<file path="src/source/cache_macros.svh">
`ifndef CACHE_MACROS_SVH
`define CACHE_MACROS_SVH

// word address splits as tag | index | offset
`define CACHE_ADDR_W      16
`define CACHE_TAG_W       5
`define CACHE_INDEX_W     8

// upper offset bits pick the word, bit 0 the half-word
`define CACHE_OFFSET_W    3

`define CACHE_LINE_WORDS  4

// cycles from a memory read strobe to its data
`define CACHE_MEM_LATENCY 2

// one busy bit per memory bank
`define CACHE_MEM_BANKS   4

`endif

</file>
<file path="src/source/cache_bus_pkg.sv">
`include "cache_macros.svh"

package cache_bus_pkg;

    // what one way array reports for the addressed set
    typedef struct packed {
        logic                    hit;
        logic                    valid;
        logic                    dirty;
        logic [`CACHE_TAG_W-1:0] tag;
    } way_status_t;

    // command to both way arrays
    // only the enables are per way, the rest is shared
    typedef struct packed {
        logic [1:0]                 en;
        logic                       comp;
        logic                       write;
        logic                       valid_in;
        logic [`CACHE_OFFSET_W-1:0] offset;
        logic [`CACHE_TAG_W-1:0]    tag;
    } way_ctrl_t;

    // command to main memory
    typedef struct packed {
        logic                     rd;
        logic                     wr;
        // fill data comes from memory, not the requester
        logic                     cache_wr;
        logic [`CACHE_ADDR_W-1:0] addr;
    } mem_req_t;

endpackage

</file>
<file path="src/source/cache_ctrl_pkg.sv">
`include "cache_macros.svh"

package cache_ctrl_pkg;

    typedef enum logic [3:0] {
        IDLE,
        COMP_READ,
        COMP_WRITE,
        ALLOC,
        WRITE_BACK,
        WB_STALL,
        FILL,
        FILL_DONE,
        CACHE_WRITE,
        DONE_MISS,
        DONE_HIT
    } ctrl_state_t;

    // write wins over read when both are set
    typedef enum logic [1:0] {
        REQ_NONE,
        REQ_READ,
        REQ_WRITE
    } req_op_t;

    // fill runs line words plus memory latency beats
    typedef logic [$clog2(`CACHE_LINE_WORDS + `CACHE_MEM_LATENCY)-1:0] beat_t;

    typedef struct packed {
        logic                    hit;
        logic                    way;
        logic                    writeback;
        logic [`CACHE_TAG_W-1:0] victim_tag;
    } lookup_t;

endpackage

</file>
<file path="src/source/cache_controller.sv">
`timescale 1ns/100ps
`include "cache_macros.svh"

module cache_controller (
    input  logic                        clk,
    input  logic                        arst_n,
    input  logic                        read,
    input  logic                        write,
    input  logic [`CACHE_ADDR_W-1:0]    addr,
    input  cache_bus_pkg::way_status_t  status0,
    input  cache_bus_pkg::way_status_t  status1,
    input  logic [`CACHE_MEM_BANKS-1:0] busy,
    output logic                        done,
    output logic                        stall,
    output logic                        miss,
    output cache_bus_pkg::way_ctrl_t    way_ctrl,
    output cache_bus_pkg::mem_req_t     mem_req
);

    cache_ctrl_pkg::lookup_t     lookup;
    cache_ctrl_pkg::ctrl_state_t state;
    cache_ctrl_pkg::beat_t       beat;

    cache_lookup cache_lookup_inst (
        .clk     (clk),
        .arst_n  (arst_n),
        .state   (state),
        .status0 (status0),
        .status1 (status1),
        .lookup  (lookup)
    );

    cache_sequencer cache_sequencer_inst (
        .clk    (clk),
        .arst_n (arst_n),
        .read   (read),
        .write  (write),
        .busy   (busy),
        .lookup (lookup),
        .state  (state),
        .beat   (beat),
        .done   (done),
        .stall  (stall),
        .miss   (miss)
    );

    cache_signal_gen cache_signal_gen_inst (
        .state    (state),
        .beat     (beat),
        .lookup   (lookup),
        .addr     (addr),
        .way_ctrl (way_ctrl),
        .mem_req  (mem_req)
    );

endmodule

</file>
<file path="src/source/cache_lookup.sv">
`timescale 1ns/100ps

module cache_lookup (
    input  logic                        clk,
    input  logic                        arst_n,
    input  cache_ctrl_pkg::ctrl_state_t state,
    input  cache_bus_pkg::way_status_t  status0,
    input  cache_bus_pkg::way_status_t  status1,
    output cache_ctrl_pkg::lookup_t     lookup
);

    logic                       compare;
    logic                       hit0;
    logic                       hit1;
    logic                       way_pick;
    logic                       way_q;
    logic                       victim_q;
    logic                       way_sel;
    cache_bus_pkg::way_status_t sel;

    assign compare = (state == cache_ctrl_pkg::COMP_READ) ||
                     (state == cache_ctrl_pkg::COMP_WRITE);

    assign hit0 = status0.hit & status0.valid;
    assign hit1 = status1.hit & status1.valid;

    // hit way first, then an empty way, then the alternating victim
    always_comb begin
        if (hit1)
            way_pick = 1'b1;
        else if (hit0)
            way_pick = 1'b0;
        else if (!status0.valid)
            way_pick = 1'b0;
        else if (!status1.valid)
            way_pick = 1'b1;
        else
            way_pick = victim_q;
    end

    always_ff @(posedge clk or negedge arst_n) begin
        if (!arst_n) begin
            way_q    <= 1'b0;
            victim_q <= 1'b0;
        end else if (compare) begin
            way_q    <= way_pick;
            victim_q <= ~victim_q;
        end
    end

    // the sequencer needs the choice already during compare
    assign way_sel = compare ? way_pick : way_q;
    assign sel     = way_sel ? status1 : status0;

    assign lookup.hit        = hit0 | hit1;
    assign lookup.way        = way_sel;
    assign lookup.writeback  = sel.valid & sel.dirty;
    assign lookup.victim_tag = sel.tag;

endmodule

</file>
<file path="src/source/cache_sequencer.sv">
`timescale 1ns/100ps
`include "cache_macros.svh"

module cache_sequencer (
    input  logic                          clk,
    input  logic                          arst_n,
    input  logic                          read,
    input  logic                          write,
    input  logic [`CACHE_MEM_BANKS-1:0]   busy,
    input  cache_ctrl_pkg::lookup_t       lookup,
    output cache_ctrl_pkg::ctrl_state_t   state,
    output cache_ctrl_pkg::beat_t         beat,
    output logic                          done,
    output logic                          stall,
    output logic                          miss
);

    localparam int WB_BEATS   = `CACHE_LINE_WORDS;
    localparam int FILL_BEATS = `CACHE_LINE_WORDS + `CACHE_MEM_LATENCY;

    cache_ctrl_pkg::req_op_t     op;
    cache_ctrl_pkg::req_op_t     op_q;
    cache_ctrl_pkg::ctrl_state_t state_nxt;

    assign op = write ? cache_ctrl_pkg::REQ_WRITE :
                read  ? cache_ctrl_pkg::REQ_READ  : cache_ctrl_pkg::REQ_NONE;

    always_comb begin
        state_nxt = state;
        case (state)
            cache_ctrl_pkg::IDLE: begin
                if (op == cache_ctrl_pkg::REQ_WRITE)
                    state_nxt = cache_ctrl_pkg::COMP_WRITE;
                else if (op == cache_ctrl_pkg::REQ_READ)
                    state_nxt = cache_ctrl_pkg::COMP_READ;
            end
            cache_ctrl_pkg::COMP_READ: begin
                if (lookup.hit)
                    state_nxt = cache_ctrl_pkg::DONE_HIT;
                else if (lookup.writeback)
                    state_nxt = cache_ctrl_pkg::WRITE_BACK;
                else
                    state_nxt = cache_ctrl_pkg::FILL;
            end
            cache_ctrl_pkg::COMP_WRITE:
                state_nxt = lookup.hit ? cache_ctrl_pkg::DONE_HIT : cache_ctrl_pkg::ALLOC;
            cache_ctrl_pkg::ALLOC:
                state_nxt = lookup.writeback ? cache_ctrl_pkg::WRITE_BACK : cache_ctrl_pkg::FILL;
            cache_ctrl_pkg::WRITE_BACK: begin
                if (beat == cache_ctrl_pkg::beat_t'(WB_BEATS - 1))
                    state_nxt = cache_ctrl_pkg::WB_STALL;
            end
            // wait for every bank to drain the write-back
            cache_ctrl_pkg::WB_STALL: begin
                if (busy == '0)
                    state_nxt = cache_ctrl_pkg::FILL;
            end
            cache_ctrl_pkg::FILL: begin
                if (beat == cache_ctrl_pkg::beat_t'(FILL_BEATS - 1))
                    state_nxt = (op_q == cache_ctrl_pkg::REQ_WRITE) ?
                                cache_ctrl_pkg::CACHE_WRITE : cache_ctrl_pkg::FILL_DONE;
            end
            cache_ctrl_pkg::FILL_DONE,
            cache_ctrl_pkg::CACHE_WRITE:
                state_nxt = cache_ctrl_pkg::DONE_MISS;
            default:
                state_nxt = cache_ctrl_pkg::IDLE;
        endcase
    end

    always_ff @(posedge clk or negedge arst_n) begin
        if (!arst_n) begin
            state <= cache_ctrl_pkg::IDLE;
            beat  <= '0;
            op_q  <= cache_ctrl_pkg::REQ_NONE;
        end else begin
            state <= state_nxt;
            if (state == cache_ctrl_pkg::IDLE)
                op_q <= op;
            // beats count only while staying in a burst state
            if (state_nxt == state && (state == cache_ctrl_pkg::WRITE_BACK ||
                                       state == cache_ctrl_pkg::FILL))
                beat <= beat + 1'b1;
            else
                beat <= '0;
        end
    end

    assign done  = (state == cache_ctrl_pkg::DONE_HIT) || (state == cache_ctrl_pkg::DONE_MISS);
    assign stall = (state != cache_ctrl_pkg::IDLE);
    assign miss  = state inside {cache_ctrl_pkg::ALLOC, cache_ctrl_pkg::WRITE_BACK,
                                 cache_ctrl_pkg::WB_STALL, cache_ctrl_pkg::FILL,
                                 cache_ctrl_pkg::FILL_DONE, cache_ctrl_pkg::CACHE_WRITE,
                                 cache_ctrl_pkg::DONE_MISS};

endmodule

</file>
<file path="src/source/cache_signal_gen.sv">
`timescale 1ns/100ps
`include "cache_macros.svh"

module cache_signal_gen (
    input  cache_ctrl_pkg::ctrl_state_t state,
    input  cache_ctrl_pkg::beat_t       beat,
    input  cache_ctrl_pkg::lookup_t     lookup,
    input  logic [`CACHE_ADDR_W-1:0]    addr,
    output cache_bus_pkg::way_ctrl_t    way_ctrl,
    output cache_bus_pkg::mem_req_t     mem_req
);

    logic [`CACHE_TAG_W-1:0]    req_tag;
    logic [`CACHE_INDEX_W-1:0]  req_index;
    logic [`CACHE_OFFSET_W-1:0] req_offset;
    logic [`CACHE_OFFSET_W-2:0] beat_word;
    logic [`CACHE_OFFSET_W-2:0] fill_word;
    cache_ctrl_pkg::beat_t      fill_beat;

    assign req_tag    = addr[`CACHE_ADDR_W-1 -: `CACHE_TAG_W];
    assign req_index  = addr[`CACHE_OFFSET_W +: `CACHE_INDEX_W];
    assign req_offset = addr[`CACHE_OFFSET_W-1:0];

    // memory side handles word k on beat k, the array lags by the latency
    assign beat_word = beat[`CACHE_OFFSET_W-2:0];
    assign fill_beat = beat - cache_ctrl_pkg::beat_t'(`CACHE_MEM_LATENCY);
    assign fill_word = fill_beat[`CACHE_OFFSET_W-2:0];

    always_comb begin
        way_ctrl = '0;
        mem_req  = '0;

        if (state != cache_ctrl_pkg::IDLE) begin
            way_ctrl.en     = lookup.way ? 2'b10 : 2'b01;
            way_ctrl.offset = req_offset;
            way_ctrl.tag    = req_tag;
            mem_req.addr    = addr;
        end

        case (state)
            cache_ctrl_pkg::COMP_READ,
            cache_ctrl_pkg::COMP_WRITE: begin
                way_ctrl.en    = 2'b11;
                way_ctrl.comp  = 1'b1;
                way_ctrl.write = (state == cache_ctrl_pkg::COMP_WRITE);
            end
            // victim line goes out under its stored tag
            cache_ctrl_pkg::WRITE_BACK: begin
                mem_req.wr      = 1'b1;
                mem_req.addr    = {lookup.victim_tag, req_index, beat_word, addr[0]};
                way_ctrl.offset = {beat_word, addr[0]};
            end
            cache_ctrl_pkg::FILL: begin
                if (beat < cache_ctrl_pkg::beat_t'(`CACHE_LINE_WORDS)) begin
                    mem_req.rd   = 1'b1;
                    mem_req.addr = {req_tag, req_index, beat_word, addr[0]};
                end
                if (beat >= cache_ctrl_pkg::beat_t'(`CACHE_MEM_LATENCY)) begin
                    way_ctrl.write    = 1'b1;
                    way_ctrl.valid_in = 1'b1;
                    way_ctrl.offset   = {fill_word, addr[0]};
                    mem_req.cache_wr  = 1'b1;
                end
            end
            cache_ctrl_pkg::CACHE_WRITE: begin
                way_ctrl.comp     = 1'b1;
                way_ctrl.write    = 1'b1;
                way_ctrl.valid_in = 1'b1;
            end
            default: begin
            end
        endcase
    end

endmodule

</file>
<file path="config.mk">
export PLATFORM = sky130hd
export DESIGN_NAME = cache_controller
export DESIGN_NICKNAME = d
export VERILOG_FILES = /design/src/source/cache_bus_pkg.sv /design/src/source/cache_ctrl_pkg.sv /design/src/source/cache_controller.sv /design/src/source/cache_lookup.sv /design/src/source/cache_sequencer.sv /design/src/source/cache_signal_gen.sv
export VERILOG_INCLUDE_DIRS = /design/src /design/src/source
export SDC_FILE = /design/constraint.sdc
export NUM_CORES = 1
export LEC_CHECK = 0
export ABC_CLOCK_PERIOD_IN_PS = 2890
export BUFFER_PORTS_ARGS = -buffer_cell sky130_fd_sc_hd__buf_2
export CORE_MARGIN = 2
export CORE_UTILIZATION = 44
export DETAILED_ROUTE_END_ITERATION = 10
export PLACE_DENSITY = 0.85
export SKIP_LAST_GASP = 1
export SLEW_MARGIN = 10
export SYNTH_ARGS = -nofsm -noshare
export SYNTH_HDL_FRONTEND = slang
export SYNTH_HIERARCHICAL = 1
export SYNTH_SLANG_ARGS = --single-unit
</file>
<file path="constraint.sdc">
create_clock -name clk -period 2.89 [get_ports clk]
set_clock_uncertainty 0.15 [all_clocks]
set_input_delay 0 -clock clk [delete_from_list [all_inputs] [get_ports clk]]
set_output_delay 0 -clock clk [all_outputs]
set_load 0.005 [all_outputs]
</file>
==> results.sh <==
export IMPL_ys_warn_count=6
export IMPL_cts_hold_buffers=6
export IMPL_clk_pin_slew_ns=0.06
export IMPL_clock_path_buffers=2
export IMPL_start_kind="flop"
export IMPL_post_synth_cell_area_avg_sq_um=7.87
export IMPL_timing_critical_path_max_delay_family="multiplexers"
export IMPL_power_static_leakage_nw=0.917
export IMPL_residual_antenna_violating_net_count_after_detailed_routing=0
export IMPL_finalWeightedCongestion=0.874
export IMPL_ys_seq_area_share_pct=20.8
export IMPL_floorplan_initialDensity_pct=47.1
export IMPL_clk_insertion_delay_late_ns=0.27
export IMPL_design_portCount=75
export IMPL_htree_num_levels=1
export IMPL_hold_viol=0
export IMPL_worst_hold_slack_ns=0.0807
export IMPL_fp_dieArea_sq_um=3460
export IMPL_cp_arrival_ns=2.08
export IMPL_cts_tree="built"
export IMPL_instances_no_fill=274
export IMPL_grt_first_pass_wirelength_um=5170
export IMPL_grt_total_usage_pct=19.0
export IMPL_core_area_sq_um=2810
export IMPL_synth_edff_count=0
export IMPL_std_cell_rows=19
export IMPL_cts_buffers_inserted=3
export IMPL_portBuffers=74
export IMPL_fin_area_sq_um=1770
export IMPL_asyncSetResetFlopFracSynth_pct=100
export IMPL_grt_pass1_vias=1235
export IMPL_postLayoutSetupSlackWorst_ns=0.660
export IMPL_violations="design-rule violations"
export IMPL_remaining_overflow_grt=0
export IMPL_via_count=1465
export IMPL_final_net_count=287
export IMPL_numPlacedInstances=264
export IMPL_finalSetupTns_ns=0
export IMPL_rsz_0062_raised_after_global_routing="false"
export IMPL_timing_critical_path_fanout_max=7
export IMPL_post_synth_main_area_contributors="sky130_fd_sc_hd__dfrtp_1 21%, sky130_fd_sc_hd__nor2b_1 10%, sky130_fd_sc_hd__mux2_4 5.7%, sky130_fd_sc_hd__nand2_1 4.5%, sky130_fd_sc_hd__nand3_1 4.2%"
export IMPL_dominantRegCellSynth="sky130_fd_sc_hd__dfrtp_1"
export IMPL_synth_top_area_share_pct=20.8
export IMPL_critical_path_max_stage_delay_ns=0.44
export IMPL_post_synth_top_count_cell="sky130_fd_sc_hd__nor2b_1"
export IMPL_post_layout_total_power_mw=1.61
export IMPL_totalWireLength_um=3260
export IMPL_achievable_frequency_mhz=448
export IMPL_crit_path_end_kind="output port"
export IMPL_placed_cell_area_sq_um=1680
export IMPL_avgViaCountPerCell=5.35
export IMPL_wl_per_cell_um=11.9
export IMPL_r2r_setup_slack_ns=0.76
export IMPL_synthesis_nets=211
export IMPL_antenna_found_initial=0
export IMPL_postcts_resize_cnt=0
export IMPL_layout_min_cycle_time_ns=2.23
export IMPL_power_ir_vdd_worst_mv=0.479
export IMPL_timing_critical_path_required_ns=2.74
export IMPL_drt_first_iter_violations=65
export IMPL_netlist_top_cell_by_area="sky130_fd_sc_hd__dfrtp_1"
export IMPL_final_max_slew_violation_count=0
export IMPL_drt_pass1_iterations=7
export IMPL_slew_limit_headroom_pct=49.9
export IMPL_pwr_density_cell_nw_per_um2=908
export IMPL_timing_hold_worst_class="in -> reg"
export IMPL_postSynthRegisterBits=11
export IMPL_critical_path_class="reg -> out"
export IMPL_fin_util_pct=63.1
export IMPL_syn2layout_area_growth_pct=33.8
export IMPL_drc_violations_left=10
export IMPL_largest_net_degree_at_the_start_of_global_routing=31
export IMPL_worst_slew_pin_slew_ns=0.746
export IMPL_synth_cell_type_count=49
export IMPL_antenna_diode_count=0
export IMPL_synth_common_cells="22 x sky130_fd_sc_hd__nor2b_1, 16 x sky130_fd_sc_hd__nand2_1, 11 x sky130_fd_sc_hd__dfrtp_1, 11 x sky130_fd_sc_hd__inv_1, 11 x sky130_fd_sc_hd__nand3_1"
export IMPL_synth_cells=168
export IMPL_cts_sink_count=11
export IMPL_cp_num_buf_inv=1
export IMPL_die_height_um=58.8
export IMPL_setup_viol=0
export IMPL_layout_worst_path_cycle_share_pct=77.2
export IMPL_synth_area_sq_um=1320
export IMPL_clk_root_buffer_cell="sky130_fd_sc_hd__clkbuf_4"
export IMPL_buffers_inserted_during_post_cts_setup_optimization=0
export IMPL_worst_path_max_delay_cell="sky130_fd_sc_hd__mux2i_4"
export IMPL_pre_cts_slack_ns=0.738
export IMPL_timing_critical_path_cells="xnor2_1 -> nor3_4 -> mux2i_4 -> mux2_4 -> nand3_1 -> nand2_1 -> buf_2"
export IMPL_final_layout_size_suffix_gt1_share_pct=39.1
export IMPL_run_status="finished with violations"
export IMPL_max_cap_violations=0
export IMPL_fp_dieW_um=58.8
export IMPL_dp_hpwl_um=2490
worst reg2reg max path, stage by stage (launching register included):
cell,delay [ns]
sky130_fd_sc_hd__dfrtp_1,0.39
sky130_fd_sc_hd__xnor2_1,0.17
sky130_fd_sc_hd__nor3_4,0.21
sky130_fd_sc_hd__mux2i_4,0.44
sky130_fd_sc_hd__mux2i_1,0.23
sky130_fd_sc_hd__nand2_1,0.07
sky130_fd_sc_hd__o221ai_1,0.18
sky130_fd_sc_hd__o311ai_0,0.15
power by group:
group	internal (mW)	total, mW	switching [mW]	leakage, nW
Sequential	0.217	0.272	0.0546	0.140
Clock	0.0534	0.103	0.0491	0.0150
Combinational	0.566	1.23	0.666	0.763
Total	0.836	1.61	0.770	0.917
cell usage in the layout, fill, tap and decap left out, types with 2 or more instances in the layout:
master,n
sky130_fd_sc_hd__nand4b_1,3
sky130_fd_sc_hd__mux2_4,5
sky130_fd_sc_hd__nand2b_1,4
sky130_fd_sc_hd__a22o_1,3
sky130_fd_sc_hd__nand3_1,11
sky130_fd_sc_hd__o21ai_0,6
sky130_fd_sc_hd__a211oi_2,2
sky130_fd_sc_hd__clkbuf_4,3
sky130_fd_sc_hd__inv_1,11
sky130_fd_sc_hd__a21oi_1,8
sky130_fd_sc_hd__or3_1,2
sky130_fd_sc_hd__buf_4,4
sky130_fd_sc_hd__nor3b_1,2
sky130_fd_sc_hd__a31oi_1,2
sky130_fd_sc_hd__nor2_1,8
sky130_fd_sc_hd__ha_1,3
sky130_fd_sc_hd__dfrtp_1,11
sky130_fd_sc_hd__buf_2,74
sky130_fd_sc_hd__mux2_2,2
sky130_fd_sc_hd__nor3_1,6
sky130_fd_sc_hd__dlygate4sd3_1,6
sky130_fd_sc_hd__nand2_1,16
sky130_fd_sc_hd__nor4_1,2
sky130_fd_sc_hd__nor2b_1,22
sky130_fd_sc_hd__xor2_1,2
final timing paths:
check,start,to,cells past startpoint
min in group asynchronous,arst_n,cache_sequencer_inst/op_q[0]$_DFFE_PN0P_,3
hold reg to reg,cache_lookup_inst/victim_q$_DFFE_PN0N_,cache_lookup_inst/victim_q$_DFFE_PN0N_,1
max in group asynchronous,arst_n,cache_lookup_inst/way_q$_DFF_PN0_,3
hold / removal,status1[7],cache_sequencer_inst/state[3]$_DFF_PN0_,4
setup / recovery,cache_sequencer_inst/state[0]$_DFF_PN0_,mem_req[11],7
setup reg to reg,cache_sequencer_inst/state[0]$_DFF_PN0_,cache_sequencer_inst/state[1]$_DFF_PN0_,7
routing by layer:
| metal | vias up | track usage [%] | share of wire, % |
|---|---|---|---|
| met4 | 0 | 5.84 | 1.1 |
| met5 | - | 0 | 0 |
| met2 | 72 | 34.6 | 47 |
| li1 | 745 | - | - |
| met1 | 642 | 23.4 | 42 |
| met3 | 6 | 1.76 | 10 |
cells by family (layout without fill, tap and decap cells):
family | Yosys count | after routing | synth area share [%]
xor gates and xnor gates | 3 | 3 | 1.99
muxes | 9 | 9 | 9.84
DFF | 11 | 11 | 20.8
AOI/OAI and AO/OA | 33 | 33 | 17.5
adders and majority gates | 3 | 3 | 2.84
buffers and inverters | 24 | 99 | 9.08
and+or+nand+nor | 85 | 85 | 37.9
state kept, by name, indices dropped and copies added (netlist names):
name and flops:
cache_sequencer_inst/state 4, cache_sequencer_inst/beat 3, cache_sequencer_inst/op_q 2, cache_lookup_inst/victim_q 1, cache_lookup_inst/way_q 1
layout make-up:
type / count / area (sq um)
tap: 31 / 38.8
fill: 272 / 1040
multi-input combinational: 133 / 927
clock buffer: 4 / 26.3
inverter: 11 / 41.3
timing repair buffer: 84 / 460
sequential: 11 / 275
No activity file was read; power rests on OpenSTA's default activity.
